===== config.mk =====
export PLATFORM = sky130hd
export DESIGN_NAME = vector_multiplication
export DESIGN_NICKNAME = d
export VERILOG_FILES = /design/src/rtl/ntm_pkg.sv /design/src/rtl/float_multiplier.sv /design/src/rtl/vector_multiplication_ctrl.sv /design/src/rtl/vector_multiplication.sv
export VERILOG_INCLUDE_DIRS = /design/src /design/src/include
export SDC_FILE = /design/constraint.sdc
export NUM_CORES = 1
export LEC_CHECK = 0
export BUFFER_PORTS_ARGS = -buffer_cell sky130_fd_sc_hd__buf_2
export CORE_ASPECT_RATIO = 1.1
export CORE_MARGIN = 1.5
export CORE_UTILIZATION = 43
export CTS_CLUSTER_SIZE = 14
export DETAILED_ROUTE_END_ITERATION = 6
export GPL_TIMING_DRIVEN = 0
export PLACE_DENSITY_LB_ADDON = 0.3
export REMOVE_ABC_BUFFERS = 1
export SLEW_MARGIN = 20
export SYNTH_ARGS = -nofsm -noshare
export SYNTH_HDL_FRONTEND = slang
export SYNTH_SLANG_ARGS = --single-unit

===== constraint.sdc =====
create_clock -name CLK -period 4.65 [get_ports CLK]
set_clock_uncertainty 0.2 [all_clocks]
set_input_delay 0.2325 -clock CLK [delete_from_list [all_inputs] [get_ports CLK]]
set_output_delay 0.2325 -clock CLK [all_outputs]
set_load 0.05 [all_outputs]

===== src/include/ntm_cfg.svh =====
// Float widths assume IEEE single precision; changing them needs matching testbench reference
`ifndef NTM_CFG_SVH
`define NTM_CFG_SVH

////////////////////////////////////////////////////////////
// Word and control widths
////////////////////////////////////////////////////////////

// One float word on the data bus
`define NTM_DATA_SIZE 32
// Vector length and element counter
`define NTM_CONTROL_SIZE 16

////////////////////////////////////////////////////////////
// Float field layout
////////////////////////////////////////////////////////////

`define NTM_EXP_SIZE 8
`define NTM_MAN_SIZE 23
`define NTM_EXP_BIAS 127

`endif


===== src/rtl/ntm_pkg.sv =====
// Types only; field widths come from ntm_cfg.svh, which must be on the include path
`include "ntm_cfg.svh"

package ntm_pkg;

  ////////////////////////////////////////////////////////////
  // Float word
  ////////////////////////////////////////////////////////////

  // Sign, biased exponent, stored mantissa without hidden bit
  typedef struct packed {
    logic                     sign;
    logic [`NTM_EXP_SIZE-1:0] exponent;
    logic [`NTM_MAN_SIZE-1:0] mantissa;
  } float_t;

  ////////////////////////////////////////////////////////////
  // State machines
  ////////////////////////////////////////////////////////////

  // Element loop of the vector controller
  typedef enum logic [2:0] {
    vec_idle,
    vec_wait_vector,
    vec_wait_scalar,
    vec_multiply,
    vec_finish
  } vector_state_e;

  // Sequential float multiplier
  typedef enum logic [1:0] {
    mul_idle,
    mul_accumulate,
    mul_normalize
  } multiplier_state_e;

endpackage


===== src/rtl/float_multiplier.sv =====
// Fixed 26-cycle latency; zero exponent is zero, truncates, no inf/NaN inputs, start only in idle
`timescale 1ns/1ps
`include "ntm_cfg.svh"

module float_multiplier (
  input  logic            CLK,
  input  logic            RST,
  input  logic            start,
  input  ntm_pkg::float_t operand_a,
  input  ntm_pkg::float_t operand_b,
  output logic            ready,
  output ntm_pkg::float_t product
);

  ////////////////////////////////////////////////////////////
  // Widths and constants
  ////////////////////////////////////////////////////////////

  // Mantissa with hidden bit, and the full double-width product
  localparam int SIG_W  = `NTM_MAN_SIZE + 1;
  localparam int PROD_W = 2 * SIG_W;
  // Two guard bits keep the exponent sum signed and free of wrap
  localparam int EXP_W  = `NTM_EXP_SIZE + 2;
  localparam int CNT_W  = $clog2(SIG_W);

  localparam logic [CNT_W-1:0]        LAST_BIT = CNT_W'(SIG_W - 1);
  localparam logic signed [EXP_W-1:0] BIAS     = EXP_W'(`NTM_EXP_BIAS);
  localparam logic signed [EXP_W-1:0] EXP_MAX  = EXP_W'((1 << `NTM_EXP_SIZE) - 1);

  ////////////////////////////////////////////////////////////
  // Signals
  ////////////////////////////////////////////////////////////

  ntm_pkg::multiplier_state_e state;
  logic [CNT_W-1:0]           count;

  // Unpacked operands
  logic                       sign_q;
  logic                       zero_q;
  logic signed [EXP_W-1:0]    exp_sum;
  logic [PROD_W-1:0]          mcand;
  logic [SIG_W-1:0]           mplier;
  logic [PROD_W-1:0]          acc;

  // Normalize stage
  logic signed [EXP_W-1:0]    norm_exp;
  logic [`NTM_MAN_SIZE-1:0]   norm_man;
  ntm_pkg::float_t            result;

  ////////////////////////////////////////////////////////////
  // Control
  ////////////////////////////////////////////////////////////

  always_ff @(posedge CLK or posedge RST) begin
    if (RST) begin
      state <= ntm_pkg::mul_idle;
      count <= '0;
      ready <= 1'b0;
    end else begin
      case (state)
        ntm_pkg::mul_idle: begin
          if (start) begin
            count <= '0;
            state <= ntm_pkg::mul_accumulate;
          end
        end
        ntm_pkg::mul_accumulate: begin
          // One multiplier bit per cycle
          count <= count + 1'b1;
          if (count == LAST_BIT) begin
            state <= ntm_pkg::mul_normalize;
          end
        end
        ntm_pkg::mul_normalize: begin
          // First cycle packs, second cycle shows ready
          if (ready) begin
            ready <= 1'b0;
            state <= ntm_pkg::mul_idle;
          end else begin
            ready <= 1'b1;
          end
        end
        default: begin
          state <= ntm_pkg::mul_idle;
        end
      endcase
    end
  end

  ////////////////////////////////////////////////////////////
  // Datapath
  ////////////////////////////////////////////////////////////

  always_ff @(posedge CLK) begin
    // Unpack on start
    if (state == ntm_pkg::mul_idle && start) begin
      sign_q  <= operand_a.sign ^ operand_b.sign;
      zero_q  <= (operand_a.exponent == '0) || (operand_b.exponent == '0);
      exp_sum <= $signed({2'b00, operand_a.exponent}) +
                 $signed({2'b00, operand_b.exponent}) - BIAS;
      mcand   <= {{SIG_W{1'b0}}, 1'b1, operand_a.mantissa};
      mplier  <= {1'b1, operand_b.mantissa};
      acc     <= '0;
    end
    // Shift-and-add, LSB of multiplier first
    if (state == ntm_pkg::mul_accumulate) begin
      if (mplier[0]) begin
        acc <= acc + mcand;
      end
      mcand  <= mcand << 1;
      mplier <= mplier >> 1;
    end
    // Product held until the next start
    if (state == ntm_pkg::mul_normalize && !ready) begin
      product <= result;
    end
  end

  // Product of two 1.x values lies in [1,4)
  always_comb begin
    if (acc[PROD_W-1]) begin
      norm_man = acc[PROD_W-2 -: `NTM_MAN_SIZE];
      norm_exp = exp_sum + 2'sd1;
    end else begin
      norm_man = acc[PROD_W-3 -: `NTM_MAN_SIZE];
      norm_exp = exp_sum;
    end
    result.sign = sign_q;
    if (zero_q || norm_exp <= 0) begin
      // Zero input or underflow, signed zero
      result.exponent = '0;
      result.mantissa = '0;
    end else if (norm_exp >= EXP_MAX) begin
      // Saturate to infinity
      result.exponent = '1;
      result.mantissa = '0;
    end else begin
      result.exponent = norm_exp[`NTM_EXP_SIZE-1:0];
      result.mantissa = norm_man;
    end
  end

  ////////////////////////////////////////////////////////////
  // Checks
  ////////////////////////////////////////////////////////////

  // Ready only on the second normalize cycle
  assert property (@(posedge CLK) disable iff (RST)
    ready |-> (state == ntm_pkg::mul_normalize) && ($past(state) == ntm_pkg::mul_normalize));

  // Controller never restarts a busy multiplier
  assert property (@(posedge CLK) disable iff (RST)
    start |-> state == ntm_pkg::mul_idle);

endmodule


===== src/rtl/vector_multiplication_ctrl.sv =====
// Plain strobes, no back-pressure; strobes outside the matching wait state and busy starts are dropped
`timescale 1ns/1ps
`include "ntm_cfg.svh"

module vector_multiplication_ctrl (
  input  logic                         CLK,
  input  logic                         RST,
  input  logic                         start,
  input  logic [`NTM_CONTROL_SIZE-1:0] length_in,
  input  ntm_pkg::float_t              data_in,
  input  logic                         data_in_vector_enable,
  input  logic                         data_in_scalar_enable,
  output logic                         mult_start,
  output ntm_pkg::float_t              operand_a,
  output ntm_pkg::float_t              operand_b,
  input  logic                         mult_ready,
  input  ntm_pkg::float_t              product,
  output ntm_pkg::float_t              data_out,
  output logic                         data_out_enable,
  output logic                         ready
);

  ////////////////////////////////////////////////////////////
  // Signals
  ////////////////////////////////////////////////////////////

  ntm_pkg::vector_state_e         state;
  // Length of the running vector and elements done so far
  logic [`NTM_CONTROL_SIZE-1:0]   length_q;
  logic [`NTM_CONTROL_SIZE-1:0]   index;
  logic                           last_element;

  assign last_element = (index == length_q - 1'b1);

  ////////////////////////////////////////////////////////////
  // Element loop
  ////////////////////////////////////////////////////////////

  always_ff @(posedge CLK or posedge RST) begin
    if (RST) begin
      state           <= ntm_pkg::vec_idle;
      length_q        <= '0;
      index           <= '0;
      mult_start      <= 1'b0;
      data_out        <= '0;
      data_out_enable <= 1'b0;
      ready           <= 1'b0;
    end else begin
      // Pulses default low
      mult_start      <= 1'b0;
      data_out_enable <= 1'b0;
      ready           <= 1'b0;
      case (state)
        ntm_pkg::vec_idle: begin
          if (start) begin
            length_q <= length_in;
            index    <= '0;
            if (length_in == '0) begin
              // Empty vector, ready right away
              ready <= 1'b1;
              state <= ntm_pkg::vec_finish;
            end else begin
              state <= ntm_pkg::vec_wait_vector;
            end
          end
        end
        ntm_pkg::vec_wait_vector: begin
          if (data_in_vector_enable) begin
            state <= ntm_pkg::vec_wait_scalar;
          end
        end
        ntm_pkg::vec_wait_scalar: begin
          // Pair complete, kick the multiplier next cycle
          if (data_in_scalar_enable) begin
            mult_start <= 1'b1;
            state      <= ntm_pkg::vec_multiply;
          end
        end
        ntm_pkg::vec_multiply: begin
          if (mult_ready) begin
            data_out        <= product;
            data_out_enable <= 1'b1;
            if (last_element) begin
              ready <= 1'b1;
              state <= ntm_pkg::vec_finish;
            end else begin
              index <= index + 1'b1;
              state <= ntm_pkg::vec_wait_vector;
            end
          end
        end
        ntm_pkg::vec_finish: begin
          // Ready visible here, then back to idle
          state <= ntm_pkg::vec_idle;
        end
        default: begin
          state <= ntm_pkg::vec_idle;
        end
      endcase
    end
  end

  // Operand registers
  always_ff @(posedge CLK) begin
    if (state == ntm_pkg::vec_wait_vector && data_in_vector_enable) begin
      operand_a <= data_in;
    end
    if (state == ntm_pkg::vec_wait_scalar && data_in_scalar_enable) begin
      operand_b <= data_in;
    end
  end

  ////////////////////////////////////////////////////////////
  // Checks
  ////////////////////////////////////////////////////////////

  // Output product only right after a multiply
  assert property (@(posedge CLK) disable iff (RST)
    data_out_enable |-> $past(state) == ntm_pkg::vec_multiply);

  // Ready marks the last product, or an empty vector
  assert property (@(posedge CLK) disable iff (RST)
    ready |-> data_out_enable ||
              $past(start && length_in == '0 && state == ntm_pkg::vec_idle));

endmodule


===== src/rtl/vector_multiplication.sv =====
// Element-wise float product; one pair in flight at a time, 28 cycles from scalar strobe to output
`timescale 1ns/1ps
`include "ntm_cfg.svh"

module vector_multiplication (
  input  logic                         CLK,
  input  logic                         RST,
  input  logic                         start,
  input  logic [`NTM_CONTROL_SIZE-1:0] length_in,
  input  ntm_pkg::float_t              data_in,
  input  logic                         data_in_vector_enable,
  input  logic                         data_in_scalar_enable,
  output ntm_pkg::float_t              data_out,
  output logic                         data_out_enable,
  output logic                         ready
);

  ////////////////////////////////////////////////////////////
  // Controller to multiplier
  ////////////////////////////////////////////////////////////

  logic            mult_start;
  logic            mult_ready;
  ntm_pkg::float_t operand_a;
  ntm_pkg::float_t operand_b;
  ntm_pkg::float_t product;

  // Element loop
  vector_multiplication_ctrl ctrl (
    .CLK                  (CLK),
    .RST                  (RST),
    .start                (start),
    .length_in            (length_in),
    .data_in              (data_in),
    .data_in_vector_enable(data_in_vector_enable),
    .data_in_scalar_enable(data_in_scalar_enable),
    .mult_start           (mult_start),
    .operand_a            (operand_a),
    .operand_b            (operand_b),
    .mult_ready           (mult_ready),
    .product              (product),
    .data_out             (data_out),
    .data_out_enable      (data_out_enable),
    .ready                (ready)
  );

  // Sequential multiplier
  float_multiplier multiplier (
    .CLK      (CLK),
    .RST      (RST),
    .start    (mult_start),
    .operand_a(operand_a),
    .operand_b(operand_b),
    .ready    (mult_ready),
    .product  (product)
  );

endmodule


==> impl_metrics.yaml, run 1 <==
yosys:
  synth-edff-count: 178
  ys_warn_count: 0
  yosysSeqAreaShare_pct: 54.5
  ys_types: 68
  synth_flop_cell: "edfxtp_1"
  async_reset_ff_share_pct: 25.5
  synthesis.area_mm2: 0.0152
  netlist_instances: 1478
  syn_area_per_cell_um2: 10.3
  synth-seq-cells: 306
timing:
  max_slew_margin_pct: 31.1
  tightestPinTransition_ns: 1.03
  layout_setup_ws_ns: 0.861
  setup_viol: 0
  fmax_mhz: 264
  drv_slew: 0
  fin_crit_sh_pct: 81.5
  finalHoldViolations: 0
  min_period_ns: 3.79
  fin_setup_tns_ns: 0
  grt_setup_unrepaired: "false"
floorplan:
  die_h_um: 200
  pin_count: 87
  start_util_pct: 43.4
  core_area_mm2: 0.0350
  die_area_mm2: 0.0365
  fp.dieW_um: 182
  fp-row-count: 72
layout:
  area_growth_pct: 17.4
  diodes: 0
  fill_cells: 3156
  nNetsFinal: 1714
  final_common_cell: "nand2_1"
  finalInstanceArea_mm2: 0.0179
  most-common-layout-cells: "nand2_1 (324), edfxtp_1 (178), buf_2 (86), o21ai_0 (78), dfrtp_1 (78)"
  multi_input_comb_area_mm2: 0.00661
  drive_gt1_share_pct: 11.0
  seq_area_mm2: 0.00830
  final_util_pct: 51.0
grt:
  antenna_found_initial: 0
  grt_max_degree: 57
  overflow: 0
  grt.total_usage_pct: 17.3
  grt_pass1_vias: 10900
  grt_pass1_wl_um: 52600
clock_network:
  cts_root_buf: "clkbuf_16"
  clockBufferDepth: 3
  clock_latency_ns: 0.53
  clk_pin_slew_ns: 0.06
  post-cts-setup-buffers: 0
  cts_tree: "yes"
  cts.sink_count: 306
  cts_buffers: 34
  cts_max_level: 2
power:
  powerDensity_mw_per_mm2: 657
  power.leakage_uw: 0.00779
  peakVddDrop_v: 0.000357
critical_path:
  crit_path_cell_trace: "ha_1 -> and4_1 -> and3_1 -> nand3_1 -> o41ai_1 -> a21oi_1 -> o21ai_1 -> a21o_1 -> mux2i_1 -> nand2_1"
  critPathKind: "reg2reg"
  slowest_stage: "o41ai_1"
  start_kind: "flip-flop"
  required_ns: 4.85
  critPathCaptureType: "flip-flop"
  slowest_delay_ns: 0.73
  critPathBufInv: 0
  cp_data_arrival_time_ns: 3.99
  crit_fanout: 7
  crit_family: "compound AO/OA/AOI/OAI gates"
route:
  drt-total-wl_um: 30900
  postRouteAntennaNets: 0
  via_per_inst: 5.30
  vias: 11000
  drt-initial-drc-count: 524
  drc_errors: 0
  wl_per_cell_um: 14.9
  dr.pass1.iters: 5
place:
  port-buffer-count: 86
  post_dp_cell_area_mm2: 0.0162
  place_worst_setup_slack_ns: 0.842
  gp_congestion: 0.811
  dp_hpwl_um: 20900
flow_run:
  maxCapViolations: 0
outcome:
  status: "completed"
worst_hold_path:
  hold_class: "in2async"
## stage by stage
step           instances  power [µW]  hold slack [ns]
2_1_floorplan       1413        7790            0.131
5_1_grt             2069       12600           0.0589
3_5_place_dp        1956        8960           0.0253
6_report            2069       11700           0.0255
3_3_place_gp        1943        8790            0.220
4_1_cts             2069       11800           0.0131
## timing repair
action | in CTS | in global routing
gates resized for setup | 0 | 0
endpoints found under the hold margin | 166 | 0
hold buffers | 51 | 0
## flip-flops by register name, indices dropped and copies added, names as in the netlist, 2 cells and up
name,count
ctrl.operand_a,32
multiplier.count,5
multiplier.state,2
ctrl.operand_b,32
ctrl.state,3
multiplier.product,32
ctrl.data_out,32
multiplier.mplier,24
ctrl.index,16
multiplier.exp_sum,10
multiplier.mcand,48
ctrl.length_q,16
multiplier.acc,48
## worst paths after layout
kind / to / slack (ns) / from / cells after the start
min reg2reg: ctrl.data_out[22]$_DFFE_PP0P_ / 0.24 / multiplier.product[22]$_SDFFCE_PP0P_ / 2
max reg2reg: multiplier.acc[43]$_DFF_P_ / 0.86 / multiplier.mcand[14]$_DFFE_PP_ / 10
min in group CLK: ctrl.state[2]$_DFFE_PP0P_ / 0.20 / start / 5
max: multiplier.acc[43]$_DFF_P_ / 0.86 / multiplier.mcand[14]$_DFFE_PP_ / 10
min: ctrl.data_out[1]$_DFFE_PP0P_ / 0.03 / RST / 3
max in group asynchronous: multiplier.count[0]$_DFFE_PP0P_ / 3.63 / RST / 4
## Yosys cell counts, types with 4 or more instances
cell | number | area (µm²)
a211oi_1 | 10 | 75.1
a21o_1 | 46 | 345
a21oi_1 | 73 | 365
a22o_1 | 25 | 219
a31o_2 | 4 | 35.0
a31oi_1 | 16 | 100
and2_1 | 30 | 188
and3_1 | 20 | 125
buf_1 | 7 | 26.3
clkbuf_1 | 58 | 218
dfrtp_1 | 78 | 1950
dfxtp_1 | 50 | 1000
edfxtp_1 | 178 | 5350
ha_1 | 60 | 751
inv_1 | 25 | 93.8
mux2i_1 | 28 | 280
nand2_1 | 325 | 1220
nand2b_1 | 14 | 87.6
nand3_1 | 33 | 165
nand3b_1 | 5 | 37.5
nand4_1 | 10 | 62.6
nand4b_1 | 5 | 43.8
nor2_1 | 79 | 297
nor2b_1 | 10 | 62.6
nor3_1 | 18 | 90.1
nor4_1 | 14 | 87.6
o211ai_1 | 4 | 30.0
o21a_1 | 6 | 45.0
o21ai_0 | 78 | 390
o21bai_1 | 7 | 52.6
o31ai_1 | 9 | 67.6
or2_2 | 5 | 31.3
or3_1 | 8 | 50.1
xnor2_1 | 52 | 455
xor2_1 | 39 | 342
## report_power, final
group / switching [µW] / total [µW] / internal (µW) / leakage, µW
logic: 2760 / 4710 / 1940 / 0.00406
registers: 502 / 4270 / 3770 / 0.00318
clock network: 1080 / 2770 / 1680 / 0.000555
## logic make-up (layout without fill, tap and decap cells)
kind of cell	count (synthesis)	after routing	share of synthesized area [%]
simple gates	591	591	17.8
compound gates	307	307	13.1
flops	306	306	54.5
buf+inv	92	239	2.27
xor+xnor	91	91	5.24
fa+ha+maj	62	62	5.20
mux	29	29	1.92
## routing by layer
metal	track usage (%)	share of wire (%)	up-vias
li1	-	-	5537
met1	23.3	48	5218
met2	28.9	47	164
met3	2.65	3.4	48
met4	5.37	2.2	0
met5	0	0	-
## area by class of cell
| class | count | share of cell area, % |
|---|---|---|
| Clock buffer | 42 | 5.11 |
| Timing Repair Buffer | 150 | 6.37 |
| Inverter | 27 | 0.602 |
| Clock inverter | 20 | 1.35 |
| Multi-Input combinational cell | 1080 | 37.0 |
| Tap cell | 444 | 3.11 |
| Sequential cell | 306 | 46.5 |
## worst min-delay path, delay by kind of cell
kind	cells	cell delay, ns
buf+inv	3	0.91
No activity file was read; power rests on OpenSTA's default activity.
==> run 2: changes to the inputs <==
--- a/config.mk
+++ b/config.mk
@@ -6,6 +6,7 @@
 export SDC_FILE = /design/constraint.sdc
 export NUM_CORES = 1
 export LEC_CHECK = 0
+export ABC_AREA = 1
 export BUFFER_PORTS_ARGS = -buffer_cell sky130_fd_sc_hd__buf_2
 export CORE_ASPECT_RATIO = 1.1
 export CORE_MARGIN = 1.5
==> constraint.sdc (replaced) <==
create_clock -name CLK -period 3.75 [get_ports CLK]
set_clock_uncertainty 0.2 [all_clocks]
set_input_delay 0.1875 -clock CLK [delete_from_list [all_inputs] [get_ports CLK]]
set_output_delay 0.1875 -clock CLK [all_outputs]
set_load 0.05 [all_outputs]
==> impl_metrics.yaml, run 2 <==
outcome:
  status: "completed"
power:
  powerDensity_mw_per_mm2: 881
  peakVddDrop_v: 0.000678
  power.leakage_uw: 0.00881
clock_network:
  cts_tree: "yes"
  cts_buffers: 35
  clk_pin_slew_ns: 0.06
  cts.sink_count: 306
  cts_root_buf: "clkbuf_16"
  cts_max_level: 2
  clockBufferDepth: 3
  clock_latency_ns: 0.55
  ctsResizeCount: 0
floorplan:
  fp-row-count: 75
  fp.dieW_um: 191
  core_area_mm2: 0.0383
  die_h_um: 210
  die_area_mm2: 0.0402
  pin_count: 87
  start_util_pct: 43.8
route:
  drc_errors: 0
  dr.pass1.iters: 6
  wl_per_cell_um: 15.3
  drt-total-wl_um: 41800
  drt-initial-drc-count: 857
  postRouteAntennaNets: 0
  vias: 14000
  via_per_inst: 5.12
timing:
  fmax_mhz: 318
  finalHoldViolations: 0
  fin_crit_sh_pct: 83.8
  min_period_ns: 3.14
  layout_setup_ws_ns: 0.609
  hold_ws_ns: 0.167
  setup_viol: 0
  grt_setup_unrepaired: "false"
  tightestPinTransition_ns: 1.02
  max_slew_margin_pct: 31.5
  drv_slew: 0
layout:
  diodes: 0
  final_common_cell: "nand2_1"
  reg_top3: "multiplier.acc: 48 flops, multiplier.mcand: 48 flops"
  nNetsFinal: 2312
  drive_gt1_share_pct: 9.04
  stdcell_count: 2724
  finalInstanceArea_mm2: 0.0196
  area_growth_pct: 17.0
  most-common-layout-cells: "nand2_1 (627), inv_1 (222), nor2_1 (187), edfxtp_1 (178), nand3_1 (129)"
yosys:
  async_reset_ff_share_pct: 25.5
  synth.area.top_cells: "edfxtp_1 (32%), nand2_1 (14%), dfrtp_1 (12%)"
  synth-edff-count: 178
  syn_area_per_cell_um2: 8.14
  yosys-top-cells-count: "nand2_1 (629), inv_1 (226), nor2_1 (190)"
  synth-seq-cells: 306
  synthesis.area_mm2: 0.0168
  yosysTopAreaCellShare_pct: 31.9
  synth_flop_cell: "edfxtp_1"
  yosysSeqAreaShare_pct: 49.5
  ys_warn_count: 0
  ys_types: 49
  netlist_instances: 2060
  yosysMostFrequentCell: "nand2_1"
  synth_top_area_cell: "edfxtp_1"
place:
  place_worst_setup_slack_ns: 0.344
  place_inst: 2607
  port-buffer-count: 86
  dp_hpwl_um: 31600
  post_dp_cell_area_mm2: 0.0180
  gp_congestion: 0.935
grt:
  antenna_found_initial: 0
  overflow: 0
  grt.total_usage_pct: 21.1
  grt_pass1_vias: 13700
  grt_pass1_wl_um: 68200
  grt_max_degree: 55
critical_path:
  critPathKind: "reg2reg"
  cp_data_arrival_time_ns: 3.33
  crit_fanout: 38
  critPathCaptureType: "flip-flop"
  start_kind: "flip-flop"
  required_ns: 3.94
flow_run:
  maxCapViolations: 0
worst_hold_path:
  hold_class: "in2reg"
-- run 2: cell type report --
cell class                      count  area (µm²)
Sequential cell                   306        8300
Timing Repair Buffer              154        1290
Inverter                          230         870
Clock buffer                       45         923
Multi-Input combinational cell   1470        7440
Fill cell                        3655       18700
Tap cell                          500         626
Clock inverter                     19         166
-- run 2: report_power, final --
group / switching, µW / internal, µW / total, µW
clock network: 1360 / 1900 / 3260
registers: 734 / 5010 / 5740
logic: 5610 / 2670 / 8280
total: 7710 / 9580 / 17300
-- run 2: metrics by stage --
stage	power, µW	utilization, %	TNS [ns]
global route	18700	51.2	0
detailed placement	14000	47.0	0
floorplan	11500	-	-125.22
finish	17300	51.2	0
global placement	13700	46.0	-544.48
CTS	17400	51.2	0
-- run 2: cell families after synthesis --
logic type | Yosys count | synth area share, %
AND/OR/NAND/NOR | 1086 | 27.5
flip-flops | 306 | 49.5
buffers and inverters | 284 | 6.51
AO/OA/AOI/OAI | 269 | 9.04
adder cells (fa/ha/maj) | 62 | 4.72
XOR/XNOR | 52 | 2.72
multiplexers | 1 | 0.0671
-- run 2: what timing repair did --
action	4_1_cts	5_1_grt
endpoints found under the hold margin	176	0
buffers inserted	0	0
hold buffers	53	0
-- run 2: critical path: stages (launching register included) --
cell	delay (ns)
dfxtp_2	0.79
nand4_1	0.20
xor2_1	0.20
inv_1	0.09
nor3_1	0.24
nand3_1	0.17
o21ai_4	0.60
nand2_2	0.24
a21oi_1	0.22
-- run 2: final timing paths --
| path | startpoint | to | slack (ns) | cells past startpoint |
|---|---|---|---|---|
| max | multiplier.acc[47]$_DFF_P_ | multiplier.product[23]$_SDFFCE_PP0P_ | 0.61 | 8 |
| min | data_in[13] | ctrl.operand_b[13]$_DFFE_PP_ | 0.17 | 2 |
| max reg2reg | multiplier.acc[47]$_DFF_P_ | multiplier.product[23]$_SDFFCE_PP0P_ | 0.61 | 8 |
| min reg2reg | multiplier.product[10]$_SDFFCE_PP0P_ | ctrl.data_out[10]$_DFFE_PP0P_ | 0.25 | 2 |
| max in group asynchronous | RST | ctrl.data_out[17]$_DFFE_PP0P_ | 2.17 | 5 |
| min in group asynchronous | RST | ctrl.data_out_enable$_DFF_PP0_ | 0.56 | 4 |
-- run 2: metal layers --
| metal | global-route usage (%) | up-vias | wire length, µm |
|---|---|---|---|
| met1 | 26.9 | 6491 | 18800 |
| met3 | 3.01 | 79 | 1650 |
| li1 | - | 7099 | - |
| met2 | 36.8 | 286 | 20200 |
| met5 | 0 | - | 0 |
| met4 | 6.92 | 0 | 1120 |
==> run 3: changes to the inputs <==
--- a/config.mk
+++ b/config.mk
@@ -6,7 +6,7 @@
 export SDC_FILE = /design/constraint.sdc
 export NUM_CORES = 1
 export LEC_CHECK = 0
-export ABC_AREA = 1
+export ABC_AREA = 0
 export BUFFER_PORTS_ARGS = -buffer_cell sky130_fd_sc_hd__buf_2
 export CORE_ASPECT_RATIO = 1.1
 export CORE_MARGIN = 1.5
==> constraint.sdc (replaced) <==
create_clock -name CLK -period 3 [get_ports CLK]
set_clock_uncertainty 0.2 [all_clocks]
set_input_delay 0.15 -clock CLK [delete_from_list [all_inputs] [get_ports CLK]]
set_output_delay 0.15 -clock CLK [all_outputs]
set_load 0.05 [all_outputs]
==> impl_metrics.yaml, run 3 (same netlist as run 1, synthesis figures left out) <==
outcome:
  status: "finished, violations left"
  violations: "setup timing"
power:
  total_power_uw: 19700
  p_clk_share_pct: 21.8
  powerDensity_mw_per_mm2: 1030
  power.leakage_uw: 0.00825
  swShare_pct: 37.6
  intPower_uw: 12300
  peakVddDrop_v: 0.000606
  p_switching_uw: 7420
  combPwrFrac_pct: 44.4
  p_seq_share_pct: 33.9
route:
  drc_errors: 0
  drt-initial-drc-count: 546
  vias: 11400
  drt-total-wl_um: 33300
  postRouteAntennaNets: 0
  dr.pass1.iters: 5
  wl_per_cell_um: 15.6
  via_per_inst: 5.33
floorplan:
  start_util_pct: 43.4
  die_area_mm2: 0.0365
  fp.dieW_um: 182
  die_h_um: 200
  pin_count: 87
  fp-row-count: 72
  core_area_mm2: 0.0350
place:
  port-buffer-count: 86
  dp_hpwl_um: 20900
  gp_congestion: 0.811
layout:
  nNetsFinal: 1783
  drive_gt1_share_pct: 20.5
  final_common_cell: "nand2_1"
  area_growth_pct: 25.6
  most-common-layout-cells: "nand2_1 (321), edfxtp_1 (178), buf_2 (86), dfrtp_1 (75), nor2_1 (62)"
  reg_top3: "multiplier.acc: 48 flops, multiplier.mcand: 48 flops"
  diodes: 0
critical_path:
  critPathCaptureType: "flip-flop"
  required_ns: 3.22
  crit_path_cell_trace: "fa_2 -> a211o_1 -> a21oi_2 -> o21a_1 -> o21ai_2 -> a211o_1 -> a31o_4 -> a21o_1 -> nand3_2 -> mux2i_1 -> o41ai_1"
  crit_top_cell: "a211o_1"
  crit_fanout: 3
  slowest_delay_ns: 0.46
  slowest_stage: "edfxtp_1"
  start_kind: "flip-flop"
  critPathKind: "reg2reg"
  cp_data_arrival_time_ns: 3.38
clock_network:
  cts.sink_count: 306
  cts_buffers: 34
  clock_latency_ns: 0.53
  cts_root_buf: "clkbuf_16"
  cts_max_level: 2
  clockBufferDepth: 3
  cts_tree: "yes"
  clk_pin_slew_ns: 0.06
timing:
  fin_setup_tns_ns: -1.50
  setup_viol: 25
  fmax_mhz: 316
  min_period_ns: 3.16
  fin_crit_sh_pct: 105
  max_slew_margin_pct: 30.6
  tightestPinTransition_ns: 1.04
  finalHoldViolations: 0
  drv_slew: 0
  grt_setup_unrepaired: "true"
  layout_setup_ws_ns: -0.161
grt:
  grt.total_usage_pct: 18.2
  antenna_found_initial: 0
  grt_pass1_wl_um: 55200
  overflow: 0
  grt_max_degree: 57
  grt_pass1_vias: 11300
worst_hold_path:
  hold_class: "in2reg"
flow_run:
  maxCapViolations: 0
-- run 3: critical path, delay by kind of cell (launching register included) --
kind | cells | cell delay, ns
adder cells (fa/ha/maj) | 1 | 0.40
flip-flops | 1 | 0.46
multiplexers | 1 | 0.10
AO/OA/AOI/OAI | 8 | 1.78
AND/OR/NAND/NOR | 1 | 0.11
-- run 3: path summary, 6_finish.rpt --
kind                       slack (ns)  cells after the start                            startpoint                       endpoint
max reg2reg                     -0.16                     11         multiplier.mcand[1]$_DFFE_PP_     multiplier.acc[42]$_DFF_P_
max                             -0.16                     11         multiplier.mcand[1]$_DFFE_PP_     multiplier.acc[42]$_DFF_P_
min reg2reg                      0.24                      2  multiplier.product[22]$_SDFFCE_PP0P_  ctrl.data_out[22]$_DFFE_PP0P_
max in group asynchronous        1.46                      5                                   RST   ctrl.length_q[2]$_DFFE_PP0P_
min in group asynchronous        0.55                      4                                   RST   ctrl.data_out[1]$_DFFE_PP0P_
min                              0.12                      5                                 start      ctrl.state[2]$_DFFE_PP0P_
-- run 3: layer usage --
layer,GRT usage (%),routed length [µm],part of all wire [%],vias up
met2,31.0,16100,48,181
met3,2.64,1190,3.6,53
met5,0,0,0,-
li1,-,-,-,5672
met1,24.2,15300,46,5500
met4,5.40,719,2.2,0
-- run 3: timing repair --
| action | in CTS | in global routing |
|---|---|---|
| hold buffers | 52 | 0 |
| endpoints found under the setup margin | 100 | 73 |
| pin swaps | 42 | 65 |
| endpoints found under the hold margin | 174 | 0 |
| gates cloned | 2 | 1 |
| resized for setup | 91 | 79 |
| buffers inserted | 40 | 30 |
-- run 3: cell type report --
type	count	area [µm²]
Fill cell	3043	15900
Sequential cell	306	8310
Multi-Input combinational cell	1083	7310
Timing Repair Buffer	216	1680
Clock buffer	42	912
Tap cell	444	556
Clock inverter	20	240
Inverter	27	114
-- run 3: stage by stage --
| stage | instances | setup WS, ns | area [µm²] | hold WS, ns | util, % |
|---|---|---|---|---|---|
| final | 2138 | -0.161 | 19100 | 0.120 | 54.5 |
| after global routing | 2138 | -0.279 | 19100 | 0.133 | 54.5 |
| after detailed placement | 1956 | -0.808 | 16200 | -0.0572 | 46.2 |
| after floorplan | 1413 | -2.10 | 15000 | 0.0489 | - |
| after global placement | 1943 | -5.02 | 16000 | 0.138 | 45.5 |
| after CTS | 2111 | -0.176 | 18600 | 0.105 | 53.1 |
-- run 3: power by group through the flow --
stage               combinational [µW]  clock (µW)  sequential, µW
floorplan                         5400           0            6680
global placement                  6860           0            6780
detailed placement                7200           0            6690
CTS                               8050        4410            6640
global route                      9700        4560            6820
finish                            8760        4290            6680
